==> config.mk <==
export PLATFORM = sky130hd
export DESIGN_NAME = burst_writer_flat
export DESIGN_NICKNAME = d
export VERILOG_FILES = /design/src/hw/mem_cfg_pkg.sv /design/src/hw/burst_if.sv /design/src/hw/burst_writer.sv /design/src/flat_wrapper.sv
export SDC_FILE = /design/constraint.sdc
export NUM_CORES = 1
export LEC_CHECK = 0
export BUFFER_PORTS_ARGS = -buffer_cell sky130_fd_sc_hd__buf_2
export CAP_MARGIN = 15
export CELL_PAD_IN_SITES_DETAIL_PLACEMENT = 0
export CELL_PAD_IN_SITES_GLOBAL_PLACEMENT = 1
export CORE_UTILIZATION = 45
export CTS_BUF_LIST = sky130_fd_sc_hd__clkbuf_8
export CTS_CLUSTER_DIAMETER = 40
export DETAILED_ROUTE_END_ITERATION = 8
export PLACE_DENSITY = 0.89
export SLEW_MARGIN = 40
export SYNTH_ARGS = -nofsm -noshare
export SYNTH_HDL_FRONTEND = slang
export SYNTH_SLANG_ARGS = --single-unit
==> constraint.sdc <==
create_clock -name clk -period 2.4 [get_ports clk]
set_input_delay 0.24 -clock clk [delete_from_list [all_inputs] [get_ports clk]]
set_output_delay 0.24 -clock clk [all_outputs]
set_load 0.02 [all_outputs]
==> src/hw/mem_cfg_pkg.sv <==
package mem_cfg_pkg;

    // memory port geometry
    localparam int ADDR_W = 32;
    localparam int BEAT_W = 64;
    localparam int LINE_W = 256;

    // one line is moved as this many beats
    localparam int BEATS_PER_LINE = LINE_W / BEAT_W;

    // byte offset bits inside a 32-byte line
    localparam int LINE_OFFSET_W = 5;

    // byte address as seen by requesters and memory
    typedef logic [ADDR_W-1:0] addr_t;

    // single transfer on the memory data bus
    typedef logic [BEAT_W-1:0] beat_t;

    // full cache line, beat 0 in the low bits
    typedef logic [LINE_W-1:0] line_t;

    // beat index within a line
    typedef logic [$clog2(BEATS_PER_LINE)-1:0] beat_cnt_t;

endpackage

==> src/hw/burst_if.sv <==
interface burst_if;

    // write side, arbiter to serializer
    logic               start_write;
    mem_cfg_pkg::line_t wline;
    logic               write_done;

    // read side, collector to arbiter
    mem_cfg_pkg::line_t rline;
    logic               read_done;

    modport arb (
        output start_write,
        output wline,
        input  write_done,
        input  rline,
        input  read_done
    );

    modport rd (
        output rline,
        output read_done
    );

    modport wr (
        input  start_write,
        input  wline,
        output write_done
    );

endinterface

==> src/hw/burst_writer.sv <==
module burst_writer (
    input  logic               clk,
    input  logic               rst,
    output mem_cfg_pkg::beat_t bmem_wdata,
    burst_if.wr                bus
);

    localparam mem_cfg_pkg::beat_cnt_t LAST_BEAT =
        mem_cfg_pkg::beat_cnt_t'(mem_cfg_pkg::BEATS_PER_LINE - 1);

    mem_cfg_pkg::line_t     line_q;
    mem_cfg_pkg::beat_cnt_t beat_cnt;
    logic                   busy;

    // busy covers beats 1..3, beat 0 leaves in the command cycle
    always_ff @(posedge clk) begin
        if (rst) begin
            busy           <= 1'b0;
            beat_cnt       <= '0;
            bus.write_done <= 1'b0;
        end else begin
            bus.write_done <= 1'b0;
            if (bus.start_write) begin
                busy     <= 1'b1;
                beat_cnt <= mem_cfg_pkg::beat_cnt_t'(1);
            end else if (busy) begin
                if (beat_cnt == LAST_BEAT) begin
                    busy           <= 1'b0;
                    beat_cnt       <= '0;
                    bus.write_done <= 1'b1;
                end else begin
                    beat_cnt <= beat_cnt + 1'b1;
                end
            end
        end
    end

    // snapshot so the requester may change wline mid-burst
    always_ff @(posedge clk) begin
        if (bus.start_write) begin
            line_q <= bus.wline;
        end
    end

    assign bmem_wdata = busy ? line_q[beat_cnt*mem_cfg_pkg::BEAT_W +: mem_cfg_pkg::BEAT_W]
                             : bus.wline[mem_cfg_pkg::BEAT_W-1:0];

endmodule

==> src/flat_wrapper.sv <==
// flat-port wrapper written by rule: the top's interface ports become plain ports
module burst_writer_flat 
  (clk, rst, bmem_wdata, bus_start_write, bus_wline, bus_write_done);
  burst_if bus_i ();
  input  logic clk;
  input  logic rst;
  output mem_cfg_pkg::beat_t bmem_wdata;
  input wire logic [$bits(bus_i.start_write)-1:0] bus_start_write;
  input wire logic [$bits(bus_i.wline)-1:0] bus_wline;
  output wire logic [$bits(bus_i.write_done)-1:0] bus_write_done;
  assign bus_i.start_write = bus_start_write;
  assign bus_i.wline = bus_wline;
  assign bus_write_done = bus_i.write_done;
  burst_writer u_core (.clk(clk), .rst(rst), .bmem_wdata(bmem_wdata), .bus(bus_i));
endmodule
==> flow_metrics.env, run 1 <==
export IMPL_synth_edff_count=256
export IMPL_synthCells=565
export IMPL_routabilityCongestion=0.793
export IMPL_failing_step="4_1_cts"
export IMPL_cts_root_buf="clkbuf_8"
export IMPL_initial_utilization_pct=45.9
export IMPL_hpwl_mm=15.4
export IMPL_io_buffers=323
export IMPL_ys_async_sr_fraction_pct=0
export IMPL_status="aborted with a tool error"
export IMPL_ys_ff_latch=260
export IMPL_htreeDepth=2
export IMPL_synth_area_mm2=0.0104
export IMPL_avgSynthCellArea_um2=18.3
export IMPL_synth_warning_count=0
export IMPL_ys_types=16
export IMPL_die_w_um=154
export IMPL_post_cts_buffers=0
export IMPL_netlist_top_cells_area="edfxtp_1 74%, mux2i_1 12%, o221ai_1 5.4%"
export IMPL_synth_top_area_share_pct=74.3
export IMPL_postCtsHoldBufs=248
export IMPL_rows=55
export IMPL_syn_nets=825
export IMPL_error="[ERROR RSZ-0060] Max buffer count reached."
export IMPL_yosysMostFrequentCell="edfxtp_1"
export IMPL_ys_seq_area_share_pct=75.0
export IMPL_ios=324
export IMPL_synth_common_cells="256 x edfxtp_1, 129 x mux2i_1, 67 x nand2b_1, 64 x o221ai_1, 15 x buf_2"
export IMPL_synthFlopType="edfxtp_1"
export IMPL_post_cts_resized=0
export IMPL_die_height_um=154
export IMPL_ctsLongestPathBuffers=3
export IMPL_cts_buffers=45
export IMPL_synth_largest_area_cell="edfxtp_1"
export IMPL_cts_sinks=260
per-stage QoR:
stage          utilization [%]  instances  cell area [um^2]  setup WS (ns)
2_1_floorplan                -        565             10400          0.935
3_3_place_gp              54.7       1158             12300          0.654
3_5_place_dp              54.7       1158             12300          0.642
logic make-up after synthesis:
kind of cell / share of synthesized area, %
compound gates: 5.52
fa+ha+maj: 0.121
buf+inv: 2.54
flops: 75.0
mux: 12.5
simple gates: 4.30
==> run 2: changes to the inputs <==
--- a/config.mk
+++ b/config.mk
@@ -7,13 +7,9 @@
 export LEC_CHECK = 0
 export BUFFER_PORTS_ARGS = -buffer_cell sky130_fd_sc_hd__buf_2
 export CAP_MARGIN = 15
-export CELL_PAD_IN_SITES_DETAIL_PLACEMENT = 0
-export CELL_PAD_IN_SITES_GLOBAL_PLACEMENT = 1
-export CORE_UTILIZATION = 45
-export CTS_BUF_LIST = sky130_fd_sc_hd__clkbuf_8
-export CTS_CLUSTER_DIAMETER = 40
+export CORE_UTILIZATION = 30
 export DETAILED_ROUTE_END_ITERATION = 8
-export PLACE_DENSITY = 0.89
+export PLACE_DENSITY_LB_ADDON = 0.15
 export SLEW_MARGIN = 40
 export SYNTH_ARGS = -nofsm -noshare
 export SYNTH_HDL_FRONTEND = slang
==> run 2 against run 1 <==
Effect of this change:
- the run now ends clean
- area after synthesis did not move
- synthesized cell count did not move
==> flow_metrics.env, run 2 <==
export IMPL_drt_iter0_drc=308
export IMPL_grt_ovfl_total=0
export IMPL_cts_tree="built"
export IMPL_io_buffers=323
export IMPL_ant_nets=0
export IMPL_min_period_ns=2.26
export IMPL_setup_ws_ns=0.138
export IMPL_n_fill_cell=2953
export IMPL_p_int_mw=8.92
export IMPL_synth_edff_count=256
export IMPL_drc_errors=0
export IMPL_die_area_mm2=0.0353
export IMPL_ys_async_sr_fraction_pct=0
export IMPL_endpoint_kind="output pin"
export IMPL_crit_path_start_kind="flop"
export IMPL_reg2reg_slack_ns=0.97
export IMPL_drive_above_1_share_pct=33.4
export IMPL_via_count=7305
export IMPL_crit_required_ns=2.16
export IMPL_cts_root_buf="clkbuf_16"
export IMPL_antenna_found_initial=0
export IMPL_worstHoldEndpoint="u_core.line_q[209]"
export IMPL_synth_warning_count=0
export IMPL_ios=324
export IMPL_cap_violations=0
export IMPL_ctsLongestPathBuffers=3
export IMPL_ys_ff_latch=260
export IMPL_top_register="u_core.line_q"
export IMPL_wire_per_inst_um=17.4
export IMPL_ys_seq_area_share_pct=75.0
export IMPL_netlist_top_cells_area="edfxtp_1 74%, mux2i_1 12%, o221ai_1 5.4%"
export IMPL_synthCells=565
export IMPL_grt_pass1_vias=7892
export IMPL_hold_violations=0
export IMPL_hold_class="in2reg"
export IMPL_syn_to_final_growth_pct=56.0
export IMPL_routabilityCongestion=0.741
export IMPL_grt_pass1_wl_mm=43.5
export IMPL_min_from="bus_start_write"
export IMPL_synth_largest_area_cell="edfxtp_1"
export IMPL_cts_buffers=30
export IMPL_synth_top_area_share_pct=74.3
export IMPL_synthFlopType="edfxtp_1"
export IMPL_synth_common_cells="256 x edfxtp_1, 129 x mux2i_1, 67 x nand2b_1, 64 x o221ai_1, 15 x buf_2"
export IMPL_switching_share_pct=22.9
export IMPL_synth_area_mm2=0.0104
export IMPL_p_switching_mw=2.65
export IMPL_dp_worst_setup_slack_ns=0.579
export IMPL_largest_register_ffs=256
export IMPL_r2r_start="u_core.beat_cnt[0]"
export IMPL_routed_wl_mm=28.4
export IMPL_maxSlewHeadroom_pct=61.3
export IMPL_rows=67
export IMPL_ys_types=16
export IMPL_avgSynthCellArea_um2=18.3
export IMPL_leakage_nw=6.46
export IMPL_design_area_mm2=0.0162
export IMPL_post_cts_resized=0
export IMPL_vias_per_cell=4.47
export IMPL_tns_ns=0
export IMPL_fmax_mhz=442
export IMPL_finClkSkew_ns=0.00331
export IMPL_setup_viol_count_final=0
export IMPL_rsz0062_at_grt="no"
export IMPL_clockPowerShare_pct=39.1
export IMPL_tightest_slew_ns=0.581
export IMPL_initial_utilization_pct=30.7
export IMPL_core_mm2=0.0337
export IMPL_place_area_mm2=0.0126
export IMPL_clkTransAtPathRegs_ns=0.06
export IMPL_reg2reg_to="u_core.beat_cnt[0]"
export IMPL_rr_worst_depth=4
export IMPL_clock_latency_ns=0.55
export IMPL_status="complete, no violations"
export IMPL_die_height_um=188
export IMPL_register_area_mm2=0.00777
export IMPL_pwr_share_seq_pct=47.4
export IMPL_fin_crit_sh_pct=94.3
export IMPL_final_cell_mix="322 x buf_2, 257 x dlygate4sd3_1, 256 x edfxtp_1, 129 x mux2i_1, 66 x nand2b_1"
export IMPL_htreeDepth=1
export IMPL_cp_max_fo=32
export IMPL_slew_viol_final=0
export IMPL_final_common_cell="buf_2"
export IMPL_first_pass_iters=4
export IMPL_cts_sinks=260
export IMPL_yosysMostFrequentCell="edfxtp_1"
export IMPL_critPathArrivalTime_ns=2.02
export IMPL_syn_nets=825
export IMPL_power_density_mw_per_mm2=717
export IMPL_reg_top3="u_core.line_q (256), u_core.beat_cnt (2)"
export IMPL_multi_input_area_mm2=0.00233
export IMPL_hpwl_mm=17.4
export IMPL_ir_drop_v=0.000701
export IMPL_hold_path_depth=1
export IMPL_pwr_share_comb_pct=13.5
export IMPL_critPathKind="reg2out"
export IMPL_die_w_um=188
export IMPL_grt_usage_pct=15.7
export IMPL_grt_max_degree=61
export IMPL_diodes=0
export IMPL_nNetsFinal=1423
## run 2: cell counts after synthesis
No cell type changed its count.
## run 2: layout make-up
cell class	count	area share, %
clock buffer	40	5.38
clock inverter	16	0.806
inverter	1	0.0232
multi-input combinational	268	14.4
sequential	260	48.1
tap	448	3.47
timing repair buffer	602	27.8
## run 2: how the worst max path moves through the flow
stage,startpoint,end,depth (start not counted)
floorplan,u_core.beat_cnt[0],bmem_wdata[0],5
global placement,u_core.beat_cnt[0],bmem_wdata[49],4
detailed placement,u_core.beat_cnt[0],bmem_wdata[32],4
CTS,u_core.beat_cnt[0],bmem_wdata[32],4
global route,u_core.beat_cnt[0],bmem_wdata[53],4
finish,u_core.beat_cnt[0],bmem_wdata[48],4
## run 2: through the flow
step                      total power, mW  hold WS, ns  util [%]  instances
after detailed placement             6.81        0.418      37.3       1321
final                                11.6        0.166      47.9       1635
after global routing                 12.0        0.168      47.9       1635
after floorplan                      6.20        0.309         -        565
after global placement               6.80        0.416      37.3       1321
after CTS                            11.7        0.143      47.9       1635
## run 2: power by group through the flow
stage               Clock (mW)  Combinational, mW  Sequential (mW)
floorplan                    0              0.651             5.54
global placement             0               1.21             5.59
detailed placement           0               1.22             5.59
CTS                       4.67               1.57             5.49
global route              4.83               1.68             5.52
finish                    4.52               1.56             5.49
## run 2: logic make-up (layout without fill, tap and decap cells)
group           Yosys count  in the layout  share of synthesized area (%)
mux                     129            129                           12.5
flops                   260            260                           75.0
buf+inv                  37            659                           2.54
simple gates             72             72                           4.30
compound gates           66             66                           5.52
fa+ha+maj                 1              1                          0.121
## run 2: critical path, cell delays in order (launching register included)
cell,delay [ns]
dfxtp_4,0.53
buf_12,0.30
mux2i_1,0.25
o221ai_1,0.16
buf_2,0.20
## run 2: timing repair
item                                   in CTS  in global routing
hold buffers                              257                  0
setup endpoints to repair                  22                  0
setup buffers                               1                  0
endpoints found under the hold margin     260                  0
## run 2: metal layers
metal / GRT usage, % / vias to the layer above / wire length, um / part of all wire, %
li1: - / 3488 / - / -
met1: 20.1 / 3524 / 12500 / 44
met2: 26.6 / 253 / 13400 / 47
met3: 3.82 / 40 / 1800 / 6.3
met4: 4.10 / 0 / 666 / 2.3
met5: 0 / - / 0 / 0
Power figures use the tool's default switching activity.
