<file path="config.mk">
export PLATFORM = sky130hd
export DESIGN_NAME = burst_reader_flat
export DESIGN_NICKNAME = d
export VERILOG_FILES = /design/src/hw/mem_cfg_pkg.sv /design/src/hw/burst_if.sv /design/src/hw/burst_reader.sv /design/src/flat_wrapper.sv
export SDC_FILE = /design/constraint.sdc
export NUM_CORES = 1
export LEC_CHECK = 0
export ABC_AREA = 1
export BUFFER_PORTS_ARGS = -buffer_cell sky130_fd_sc_hd__buf_2
export CAP_MARGIN = 10
export CORE_MARGIN = 4
export CORE_UTILIZATION = 54
export CTS_BUF_LIST = sky130_fd_sc_hd__clkbuf_8
export CTS_CLUSTER_SIZE = 28
export DETAILED_ROUTE_END_ITERATION = 8
export GPL_TIMING_DRIVEN = 1
export PLACE_DENSITY = 0.77
export SYNTH_ARGS = -nofsm -noshare
export SYNTH_HDL_FRONTEND = slang
export SYNTH_SLANG_ARGS = --single-unit
</file>
<file path="constraint.sdc">
create_clock -name clk -period 10.1 [get_ports clk]
set_input_delay 2.02 -clock clk [delete_from_list [all_inputs] [get_ports clk]]
set_output_delay 2.02 -clock clk [all_outputs]
set_load 0.005 [all_outputs]
</file>
<file path="src/hw/mem_cfg_pkg.sv">
package mem_cfg_pkg;

    // memory port geometry
    localparam int ADDR_W = 32;
    localparam int BEAT_W = 64;
    localparam int LINE_W = 256;

    // one line is moved as this many beats
    localparam int BEATS_PER_LINE = LINE_W / BEAT_W;

    // byte offset bits inside a 32-byte line
    localparam int LINE_OFFSET_W = 5;

    // byte address as seen by requesters and memory
    typedef logic [ADDR_W-1:0] addr_t;

    // single transfer on the memory data bus
    typedef logic [BEAT_W-1:0] beat_t;

    // full cache line, beat 0 in the low bits
    typedef logic [LINE_W-1:0] line_t;

    // beat index within a line
    typedef logic [$clog2(BEATS_PER_LINE)-1:0] beat_cnt_t;

endpackage

</file>
<file path="src/hw/burst_if.sv">
interface burst_if;

    // write side, arbiter to serializer
    logic               start_write;
    mem_cfg_pkg::line_t wline;
    logic               write_done;

    // read side, collector to arbiter
    mem_cfg_pkg::line_t rline;
    logic               read_done;

    modport arb (
        output start_write,
        output wline,
        input  write_done,
        input  rline,
        input  read_done
    );

    modport rd (
        output rline,
        output read_done
    );

    modport wr (
        input  start_write,
        input  wline,
        output write_done
    );

endinterface

</file>
<file path="src/hw/burst_reader.sv">
module burst_reader (
    input  logic               clk,
    input  logic               rst,
    input  mem_cfg_pkg::beat_t bmem_rdata,
    input  logic               bmem_rvalid,
    burst_if.rd                bus
);

    localparam mem_cfg_pkg::beat_cnt_t LAST_BEAT =
        mem_cfg_pkg::beat_cnt_t'(mem_cfg_pkg::BEATS_PER_LINE - 1);
    localparam int LOW_W = mem_cfg_pkg::LINE_W - mem_cfg_pkg::BEAT_W;

    mem_cfg_pkg::beat_cnt_t beat_cnt;

    // lower beats, the top one goes straight into rline
    logic [LOW_W-1:0]       low_beats;

    // beat counter and completion flag
    always_ff @(posedge clk) begin
        if (rst) begin
            beat_cnt      <= '0;
            bus.read_done <= 1'b0;
        end else begin
            bus.read_done <= 1'b0;
            if (bmem_rvalid) begin
                if (beat_cnt == LAST_BEAT) begin
                    beat_cnt      <= '0;
                    bus.read_done <= 1'b1;
                end else begin
                    beat_cnt <= beat_cnt + 1'b1;
                end
            end
        end
    end

    // beats may arrive with gaps, each lands in its own quarter
    always_ff @(posedge clk) begin
        if (bmem_rvalid) begin
            if (beat_cnt == LAST_BEAT) begin
                bus.rline <= {bmem_rdata, low_beats};
            end else begin
                low_beats[beat_cnt*mem_cfg_pkg::BEAT_W +: mem_cfg_pkg::BEAT_W] <= bmem_rdata;
            end
        end
    end

endmodule

</file>
<file path="src/flat_wrapper.sv">
// flat-port wrapper written by rule: the top's interface ports become plain ports
module burst_reader_flat 
  (clk, rst, bmem_rdata, bmem_rvalid, bus_rline, bus_read_done);
  burst_if bus_i ();
  input  logic clk;
  input  logic rst;
  input  mem_cfg_pkg::beat_t bmem_rdata;
  input  logic bmem_rvalid;
  output wire logic [$bits(bus_i.rline)-1:0] bus_rline;
  output wire logic [$bits(bus_i.read_done)-1:0] bus_read_done;
  assign bus_rline = bus_i.rline;
  assign bus_read_done = bus_i.read_done;
  burst_reader u_core (.clk(clk), .rst(rst), .bmem_rdata(bmem_rdata), .bmem_rvalid(bmem_rvalid), .bus(bus_i));
endmodule
</file>
==> results.py, run 1 <==
metrics = {
    "route": {
        "wl_met2_mm": 15.34,
        "ant_nets": 0,
        "m1WireLength_mm": 11.51,
        "drt_iter0_drc": 590,
        "vias": 8097,
        "dr.pass1.iters": 5,
        "wl_mm": 30.88,
        "route.detailed.drc": 0,
        "wl_per_cell_um": 18.93,
        "highest_layer": "met4",
        "viasPerCell": 4.964,
        "wl_met3_mm": 3.220,
    },
    "grt": {
        "grt_pass1_wl_mm": 46.11,
        "grt_overflow": 0,
        "first_global_vias": 8285,
        "grt.total_usage": 0.1974,
        "grt_max_degree": 92,
        "antenna_found_initial": 0,
    },
    "setup_path": {
        "cp.required_ns": 10.29,
        "critical_path.startpoint_type": "primary input",
        "critPathTopFamily": "simple AND/OR/NAND/NOR gates",
        "rr_worst_depth": 6,
        "reg2reg_slack_ns": 7.00,
        "critPathCaptureType": "register",
        "cp_cell_sequence": "buf_2 > nand2_1 > nor2_4 > buf_4",
        "critPathKind": "in -> reg",
        "max_stage_delay_ns": 0.89,
        "r2r_end": "u_core.low_beats[29]",
        "worstPathArrival_ns": 3.83,
        "cp_max_fo": 33,
        "crit_buf_inv": 2,
        "rr_startpoint": "u_core.beat_cnt[0]",
        "cp_slowest_cell": "nor2_4",
    },
    "cells_and_area": {
        "layout.nets": 1278,
        "area_growth_pct": 20.51,
        "diodes": 0,
        "drive_above_1_share": 0.3376,
    },
    "clock_tree": {
        "clock_latency_ns": 0.55,
        "cts.path.max_buffers": 3,
        "cts_num_sinks": 451,
        "cts_resized": 0,
        "path_clk_slew_ns": 0.06,
        "cts_tree": "yes",
        "cts_root_buf": "clkbuf_8",
        "postCtsSetupBuffers": 0,
        "postCtsHoldBufs": 0,
        "ctsHtreeMaxLevel": 3,
        "cts_inserted_buffers": 69,
    },
    "floorplan": {
        "die_height_um": 175.5,
        "row_count": 61,
        "initial_core_util": 0.5469,
        "dieArea_um2": 30810,
        "coreArea_um2": 27710,
        "dieWidth_um": 175.5,
        "ioPinCount": 324,
    },
    "synthesis": {
        "synth_cells": 833,
        "synth_fp_nets": 905,
        "yosysWarnings": 0,
        "synth.distinct_cells": 16,
        "avgSynthCellArea_um2": 18.19,
        "synth_seq_area_share": 0.8918,
        "netlist_top_cells_area": "edfxtp_1 89%, nor2_1 4.9%, nand2_1 3.3%",
        "synth_largest_area_cell": "edfxtp_1",
        "synth_top_cell_area_share": 0.8878,
        "syn_area_um2": 15150,
        "synth_seq_cells": 451,
    },
    "run": {
        "timing.max_cap.violations": 0,
    },
    "sta": {
        "whs_ns": 0.4079,
        "tns_ns": 0,
        "fin_crit_ns": 3.644,
        "worstMarginPinSlew_ns": 1.146,
        "max_slew_margin": 0.2362,
        "rsz0062_at_grt": "no",
        "max_freq_mhz": 274.4,
        "drv_slew": 0,
        "skew_ns": 0.01197,
        "finalCritPeriodShare": 0.3608,
        "setup_viol": 0,
        "hold_viol": 0,
    },
    "status": {
        "status": "finished, final reports clean",
    },
    "power": {
        "powerDensity_nw_per_um2": 196.7,
        "ir_worst_vdd_mv": 0.1325,
        "p_leak_nw": 7.010,
        "power_mw": 3.592,
    },
    "worst_hold_path": {
        "hp-class": "reg -> reg",
        "hold_start": "u_core.low_beats[140]",
        "hold_end": "u_core.bus.rline[140]",
        "min_path_cells": 0,
    },
    "place": {
        "gp_congestion": 0.7717,
        "port_buffers": 323,
        "dp_hpwl_mm": 19.09,
    },
}
## cell usage in the layout (no fill, tap or decap)
cell type and instances:
clkbuf_8 70, inv_1 23, clkinv_1 21, edfxtp_1 448, nand2_1 132, a21oi_1 1
dfxtp_1 3, nor2_1 195, clkinvlp_4 4, inv_8 1, clkinv_2 5, nand2_2 2
buf_4 11, inv_6 1, inv_2 2, o21ai_0 1, nor2_4 4, buf_2 323
nand3b_1 1, ha_1 5
## worst max path at each step
| stage | from | to | slack, ns | depth (start not counted) |
|---|---|---|---|---|
| 5_1_grt | bmem_rvalid | u_core.bus.rline[146] | 6.31 | 4 |
| 3_3_place_gp | bmem_rvalid | u_core.bus.rline[138] | 5.92 | 4 |
| 4_1_cts | bmem_rvalid | u_core.low_beats[0] | 6.48 | 4 |
| 6_report | bmem_rvalid | u_core.low_beats[29] | 6.46 | 4 |
| 2_1_floorplan | bmem_rvalid | u_core.bus.rline[0] | 2.48 | 2 |
| 3_5_place_dp | bmem_rvalid | u_core.bus.rline[210] | 5.89 | 4 |
## per-stage QoR
| step | worst slack [ns] | util | instance area (um^2) | cells |
|---|---|---|---|---|
| after floorplan | 2.480 | - | 15150 | 833 |
| after global placement | 5.919 | 0.6169 | 17090 | 1513 |
| after detailed placement | 5.886 | 0.6169 | 17090 | 1513 |
| after CTS | 6.476 | 0.6591 | 18260 | 1631 |
| after global routing | 6.307 | 0.6591 | 18260 | 1631 |
| final | 6.456 | 0.6591 | 18260 | 1631 |
## cell families after synthesis
family,synth area share
buffers and inverters,0.01982
AND/OR/NAND/NOR,0.08364
adder cells (fa/ha/maj),0.004128
AO/OA/AOI/OAI,0.0006599
flip-flops,0.8918
## where the power goes
group	internal [mW]	total [mW]	leakage [nW]	switching [mW]
Clock	0.644	1.28	0.651	0.640
Combinational	0.0436	0.187	1.96	0.143
Sequential	2.11	2.12	4.40	0.0117
## worst register-to-register path, stage by stage (launching register included)
cell and delay (ns):
dfxtp_1 0.40, inv_2 0.13, ha_1 0.20, inv_2 0.03
buf_4 0.37, nor2_4 0.98, buf_4 0.59
## metal layers
| metal | vias up | GRT usage |
|---|---|---|
| li1 | 3724 | - |
| met3 | 58 | 0.07555 |
| met2 | 390 | 0.3258 |
| met1 | 3925 | 0.2405 |
| met5 | - | 0 |
| met4 | 0 | 0.07212 |
## Yosys cell counts, drive strengths merged
master and count:
nand3b 1, o21ai 1, nor2 199, ha 5
a21oi 1, edfxtp 448, inv 9, clkbuf 7
nand2 134, buf 25, dfxtp 3
## state kept, by name, indices dropped and copies added (netlist names)
register / cells
u_core.beat_cnt: 2
u_core.bus.read_done: 1
u_core.bus.rline: 256
u_core.low_beats: 192
## cell type report
| cell class | instances | area, um^2 |
|---|---|---|
| Timing Repair Buffer | 334 | 1699 |
| Clock inverter | 48 | 206.4 |
| Multi-Input combinational cell | 341 | 1365 |
| Fill cell | 1917 | 9444 |
| Sequential cell | 451 | 13510 |
| Clock buffer | 70 | 963.4 |
| Inverter | 9 | 41.29 |
| Tap cell | 378 | 473.0 |
(Power assumes the default switching activity.)
==> run 2: changes to the inputs <==
Settings changed: CORE_UTILIZATION 54 to 51, PLACE_DENSITY 0.77 to 0.76.
Clock period 10.1 ns to 2.9 ns, I/O delays scaled along.
==> results.py, run 2 (synthesis gave the netlist of run 1 again) <==
metrics = {
    "status": {
        "status": "finished, final reports clean",
    },
    "sta": {
        "max_slew_margin": 0.3871,
        "fin_ws_ns": 0.6359,
        "hold_viol": 0,
        "tns_ns": 0,
        "rsz0062_at_grt": "no",
        "drv_slew": 0,
        "worstMarginPinSlew_ns": 0.9172,
        "setup_viol": 0,
        "max_freq_mhz": 441.7,
        "skew_ns": 0.02328,
        "fin_crit_ns": 2.264,
        "finalCritPeriodShare": 0.7807,
    },
    "cells_and_area": {
        "drive_above_1_share": 0.3445,
        "final_common_cell": "edfxtp_1",
        "fillers": 2088,
        "fin_cells": 1641,
        "top_regs": "u_core.bus.rline (256), u_core.low_beats (192), u_core.beat_cnt (2)",
        "diodes": 0,
        "mostFrequentLayoutCells": "448 x edfxtp_1, 323 x buf_2, 195 x nor2_1",
        "layout.nets": 1287,
        "stdcell_area_um2": 18500,
        "largest_reg_flops": 256,
        "area_growth_pct": 22.10,
        "regMostFlops": "u_core.bus.rline",
    },
    "clock_tree": {
        "ctsHtreeMaxLevel": 3,
        "cts_inserted_buffers": 69,
        "postCtsSetupBuffers": 0,
        "clock_latency_ns": 0.56,
        "cts_resized": 0,
        "cts_root_buf": "clkbuf_8",
        "cts_tree": "yes",
        "cts_num_sinks": 451,
        "postCtsHoldBufs": 0,
        "path_clk_slew_ns": 0.06,
        "cts.path.max_buffers": 3,
    },
    "place": {
        "placed_area_um2": 17320,
        "placedCellCount": 1528,
        "place_ws_ns": 0.4012,
        "dp_hpwl_mm": 19.79,
        "gp_congestion": 0.7817,
        "port_buffers": 323,
    },
    "route": {
        "wl_per_cell_um": 19.27,
        "dr.pass1.iters": 5,
        "route.detailed.drc": 0,
        "wl_mm": 31.62,
        "vias": 8155,
        "drt_iter0_drc": 638,
        "ant_nets": 0,
        "viasPerCell": 4.970,
    },
    "power": {
        "power_mw": 12.64,
        "p_leak_nw": 7.111,
        "ir_worst_vdd_mv": 0.4718,
        "powerDensity_nw_per_um2": 683.1,
    },
    "setup_path": {
        "rr_startpoint": "u_core.beat_cnt[0]",
        "critPathKind": "reg -> reg",
        "critical_path.startpoint_type": "register",
        "cp.required_ns": 3.13,
        "rr_worst_depth": 5,
        "reg2reg_slack_ns": 0.64,
        "cp_max_fo": 38,
        "setup.worst_path.start": "u_core.beat_cnt[0]",
        "max_stage_delay_ns": 0.76,
        "r2r_end": "u_core.low_beats[49]",
        "cp_slowest_cell": "nor2_4",
        "cp_cell_sequence": "ha_4 > inv_1 > nand2_1 > nor2_4 > buf_12",
        "critPathCaptureType": "register",
        "worstPathArrival_ns": 2.49,
    },
    "floorplan": {
        "row_count": 62,
        "ioPinCount": 324,
        "dieArea_um2": 32530,
        "coreArea_um2": 29010,
        "dieWidth_um": 180.4,
        "die_height_um": 180.4,
        "initial_core_util": 0.5223,
    },
    "grt": {
        "grt_max_degree": 84,
        "antenna_found_initial": 0,
        "first_global_vias": 8660,
        "grt_overflow": 0,
        "grt.total_usage": 0.1940,
        "grt_pass1_wl_mm": 48.88,
    },
    "run": {
        "timing.max_cap.violations": 0,
    },
    "worst_hold_path": {
        "min_path_cells": 1,
        "hold_start": "bmem_rdata[59]",
        "hold_end": "u_core.bus.rline[251]",
        "hp-class": "in -> reg",
    },
}
-- run 2: final cells by class --
cell class	instances	area [um^2]	area share
inverters	9	37.54	0.002029
repair buffers	343	1892	0.1023
clock buffers	71	977.2	0.05282
clock inverters	42	206.4	0.01116
well taps	384	480.5	0.02597
flip-flops and latches	451	13510	0.7304
multi-input cells	341	1394	0.07534
-- run 2: worst max-delay path by stage --
stage / end / depth (start not counted)
2_1_floorplan: u_core.bus.rline[0] / 2
3_3_place_gp: u_core.low_beats[0] / 4
3_5_place_dp: u_core.low_beats[37] / 4
4_1_cts: u_core.low_beats[41] / 5
5_1_grt: u_core.low_beats[49] / 5
6_report: u_core.low_beats[49] / 5
-- run 2: critical path, delay by kind of cell, from the launching register on --
family	cells	cell delay, ns
adders and majority gates	1	0.20
buffers and inverters	2	0.38
DFF	1	0.38
and+or+nand+nor	2	0.94
-- run 2: stage by stage --
step,hold slack [ns],util
floorplan,0.4003,-
global placement,0.4003,0.5969
detailed placement,0.4045,0.5969
CTS,0.1744,0.6377
global route,0.1835,0.6377
finish,0.2252,0.6377
-- run 2: where the power goes --
part           internal [mW]  total (mW)  switching [mW]
registers               7.34        7.38          0.0415
logic                  0.179       0.696           0.517
clock network           2.35        4.56            2.21
total                   9.87        12.6            2.77
-- run 2: metal layers --
metal,vias up,GRT usage,share of wire
li1,3735,-,-
met1,3975,0.2345,0.37
met2,399,0.3319,0.51
met3,46,0.05955,0.096
met4,0,0.07139,0.023
met5,-,0,0
==> run 3: changes to the inputs <==
Settings changed: ABC_AREA 1 to 0.
Clock period 2.9 ns to 1.9 ns, I/O delays scaled along.
==> results.py, run 3 <==
metrics = {
    "status": {
        "status": "finished, final reports clean",
    },
    "grt": {
        "grt_max_degree": 46,
        "first_global_vias": 7956,
        "grt_overflow": 0,
        "grt.total_usage": 0.1828,
        "grt_pass1_wl_mm": 46.02,
        "antenna_found_initial": 2,
    },
    "clock_tree": {
        "clock_latency_ns": 0.55,
        "cts_tree": "yes",
        "cts_inserted_buffers": 69,
        "cts.path.max_buffers": 3,
        "path_clk_slew_ns": 0.06,
        "cts_num_sinks": 451,
        "cts_resized": 0,
        "cts_root_buf": "clkbuf_8",
        "ctsHtreeMaxLevel": 3,
    },
    "sta": {
        "fin_crit_ns": 1.784,
        "fin_ws_ns": 0.1164,
        "rsz0062_at_grt": "no",
        "max_slew_margin": 0.7500,
        "max_freq_mhz": 560.7,
        "drv_slew": 0,
        "finalCritPeriodShare": 0.9387,
        "hold_viol": 0,
        "tns_ns": 0,
        "setup_viol": 0,
        "skew_ns": 0.02443,
        "worstMarginPinSlew_ns": 0.3734,
    },
    "synthesis": {
        "syn_area_um2": 15050,
        "synth_seq_cells": 451,
        "synth_top_cell_area_share": 0.8941,
        "async_flop_share": 0,
        "synth_cells": 683,
        "synth_common_cells": "448 x edfxtp_1, 151 x and2_1, 45 x and2_2, 12 x clkbuf_1, 6 x clkbuf_2",
        "netlist_top_cells_area": "edfxtp_1 89%, and2_1 6.3%, and2_2 2.2%",
        "yosysMostFrequentCell": "edfxtp_1",
        "synth_largest_area_cell": "edfxtp_1",
        "avgSynthCellArea_um2": 22.03,
        "synth_edf_count": 448,
        "synth.distinct_cells": 17,
        "yosysWarnings": 0,
        "synth_seq_area_share": 0.8981,
        "ys.flop_type": "edfxtp_1",
        "synth_fp_nets": 755,
    },
    "route": {
        "dr.pass1.iters": 5,
        "ant_nets": 0,
        "viasPerCell": 4.861,
        "wl_mm": 29.84,
        "route.detailed.drc": 0,
        "wl_per_cell_um": 19.53,
        "drt_iter0_drc": 448,
        "vias": 7428,
    },
    "power": {
        "p_leak_nw": 7.091,
        "ir_worst_vdd_mv": 0.6303,
        "powerDensity_nw_per_um2": 1022,
    },
    "setup_path": {
        "critical_path.startpoint_type": "register",
        "critPathKind": "reg -> reg",
        "cp_max_fo": 27,
        "cp.required_ns": 2.18,
        "critPathCaptureType": "register",
        "worstPathArrival_ns": 2.07,
    },
    "cells_and_area": {
        "regMostFlops": "u_core.bus.rline",
        "mostFrequentLayoutCells": "448 x edfxtp_1, 323 x buf_2, 147 x and2_1",
        "final_common_cell": "edfxtp_1",
        "fin_cells": 1528,
        "drive_above_1_share": 0.4234,
        "top_regs": "u_core.bus.rline (256), u_core.low_beats (192), u_core.beat_cnt (2)",
        "largest_reg_flops": 256,
        "layout.nets": 1167,
        "area_growth_pct": 25.21,
    },
    "floorplan": {
        "dieWidth_um": 179.8,
        "initial_core_util": 0.5200,
        "row_count": 62,
        "coreArea_um2": 28940,
        "ioPinCount": 324,
        "die_height_um": 179.8,
        "dieArea_um2": 32310,
    },
    "place": {
        "gp_congestion": 0.7495,
        "dp_hpwl_mm": 19.63,
        "placedCellCount": 1398,
        "port_buffers": 323,
        "place_ws_ns": 0.1126,
    },
    "run": {
        "timing.max_cap.violations": 0,
    },
    "worst_hold_path": {
        "hp-class": "in -> reg",
    },
}
[run 3: changes by cell type in the layout (fill, tap and decap cells not counted), sizes merged, moves of 2 or more]
cell / change
nor2b: +2
nor2: -198
and2: +196
nand2: -134
buf: +8
dlygate4sd3: +10
[run 3: area by class of cell]
cell class / count / area, um^2
sequential: 451 / 13520
timing repair buffer: 361 / 2152
clock inverter: 49 / 257.7
multi-input combinational: 210 / 1458
clock buffer: 70 / 963.4
fill: 1940 / 10100
inverter: 2 / 7.507
antenna: 1 / 2.502
tap: 384 / 480.5
[run 3: cells by family after synthesis]
family,count (synthesis),share of synthesized area
muxes,1,0.0006653
DFF,451,0.8981
adders and majority gates,5,0.004158
AOI/OAI and AO/OA,1,0.0004991
and+or+nand+nor,203,0.09006
buffers and inverters,22,0.006486
[run 3: repair_timing]
item                                   in CTS  in global routing
endpoints found under the hold margin      10                  0
setup buffers                               0                  0
hold buffers                               10                  0
[run 3: worst paths after layout]
check,start,endpoint,slack (ns),cells after the start
setup reg to reg,u_core.beat_cnt[0],u_core.low_beats[95],0.12,5
setup / recovery,u_core.beat_cnt[0],u_core.low_beats[95],0.12,5
hold reg to reg,u_core.low_beats[159],u_core.bus.rline[159],0.40,0
hold / removal,bmem_rdata[6],u_core.bus.rline[198],0.06,1
[run 3: worst max-delay path, stage by stage (launching register included)]
cell and delay [ns]:
dfxtp_4 0.39, inv_1 0.10, ha_1 0.35, and3b_2 0.25, buf_4 0.23, and2_1 0.21
[run 3: layer usage]
metal  vias up  wire [um]  global-route usage
li1       3384          -                   -
met5         -          7                   0
met2       339      15050              0.3110
met3        62       2760             0.06892
met4         2        707             0.06431
met1      3641      11320              0.2148
[run 3: stage by stage]
| stage | total power [mW] | hold WS [ns] | utilization | area (um^2) |
|---|---|---|---|---|
| floorplan | 11.91 | 0.4003 | - | 15070 |
| global placement | 12.34 | 0.4007 | 0.6053 | 17520 |
| detailed placement | 12.39 | 0.4045 | 0.6053 | 17520 |
| CTS | 19.51 | 0.0006286 | 0.6510 | 18840 |
| global route | 20.09 | 0.007729 | 0.6511 | 18840 |
| finish | 19.26 | 0.05936 | 0.6511 | 18840 |
[run 3: power by group]
group | total (mW) | internal (mW) | switching [mW]
Sequential | 11.4 | 11.3 | 0.0804
Combinational | 0.789 | 0.319 | 0.470
Clock | 7.08 | 3.70 | 3.38
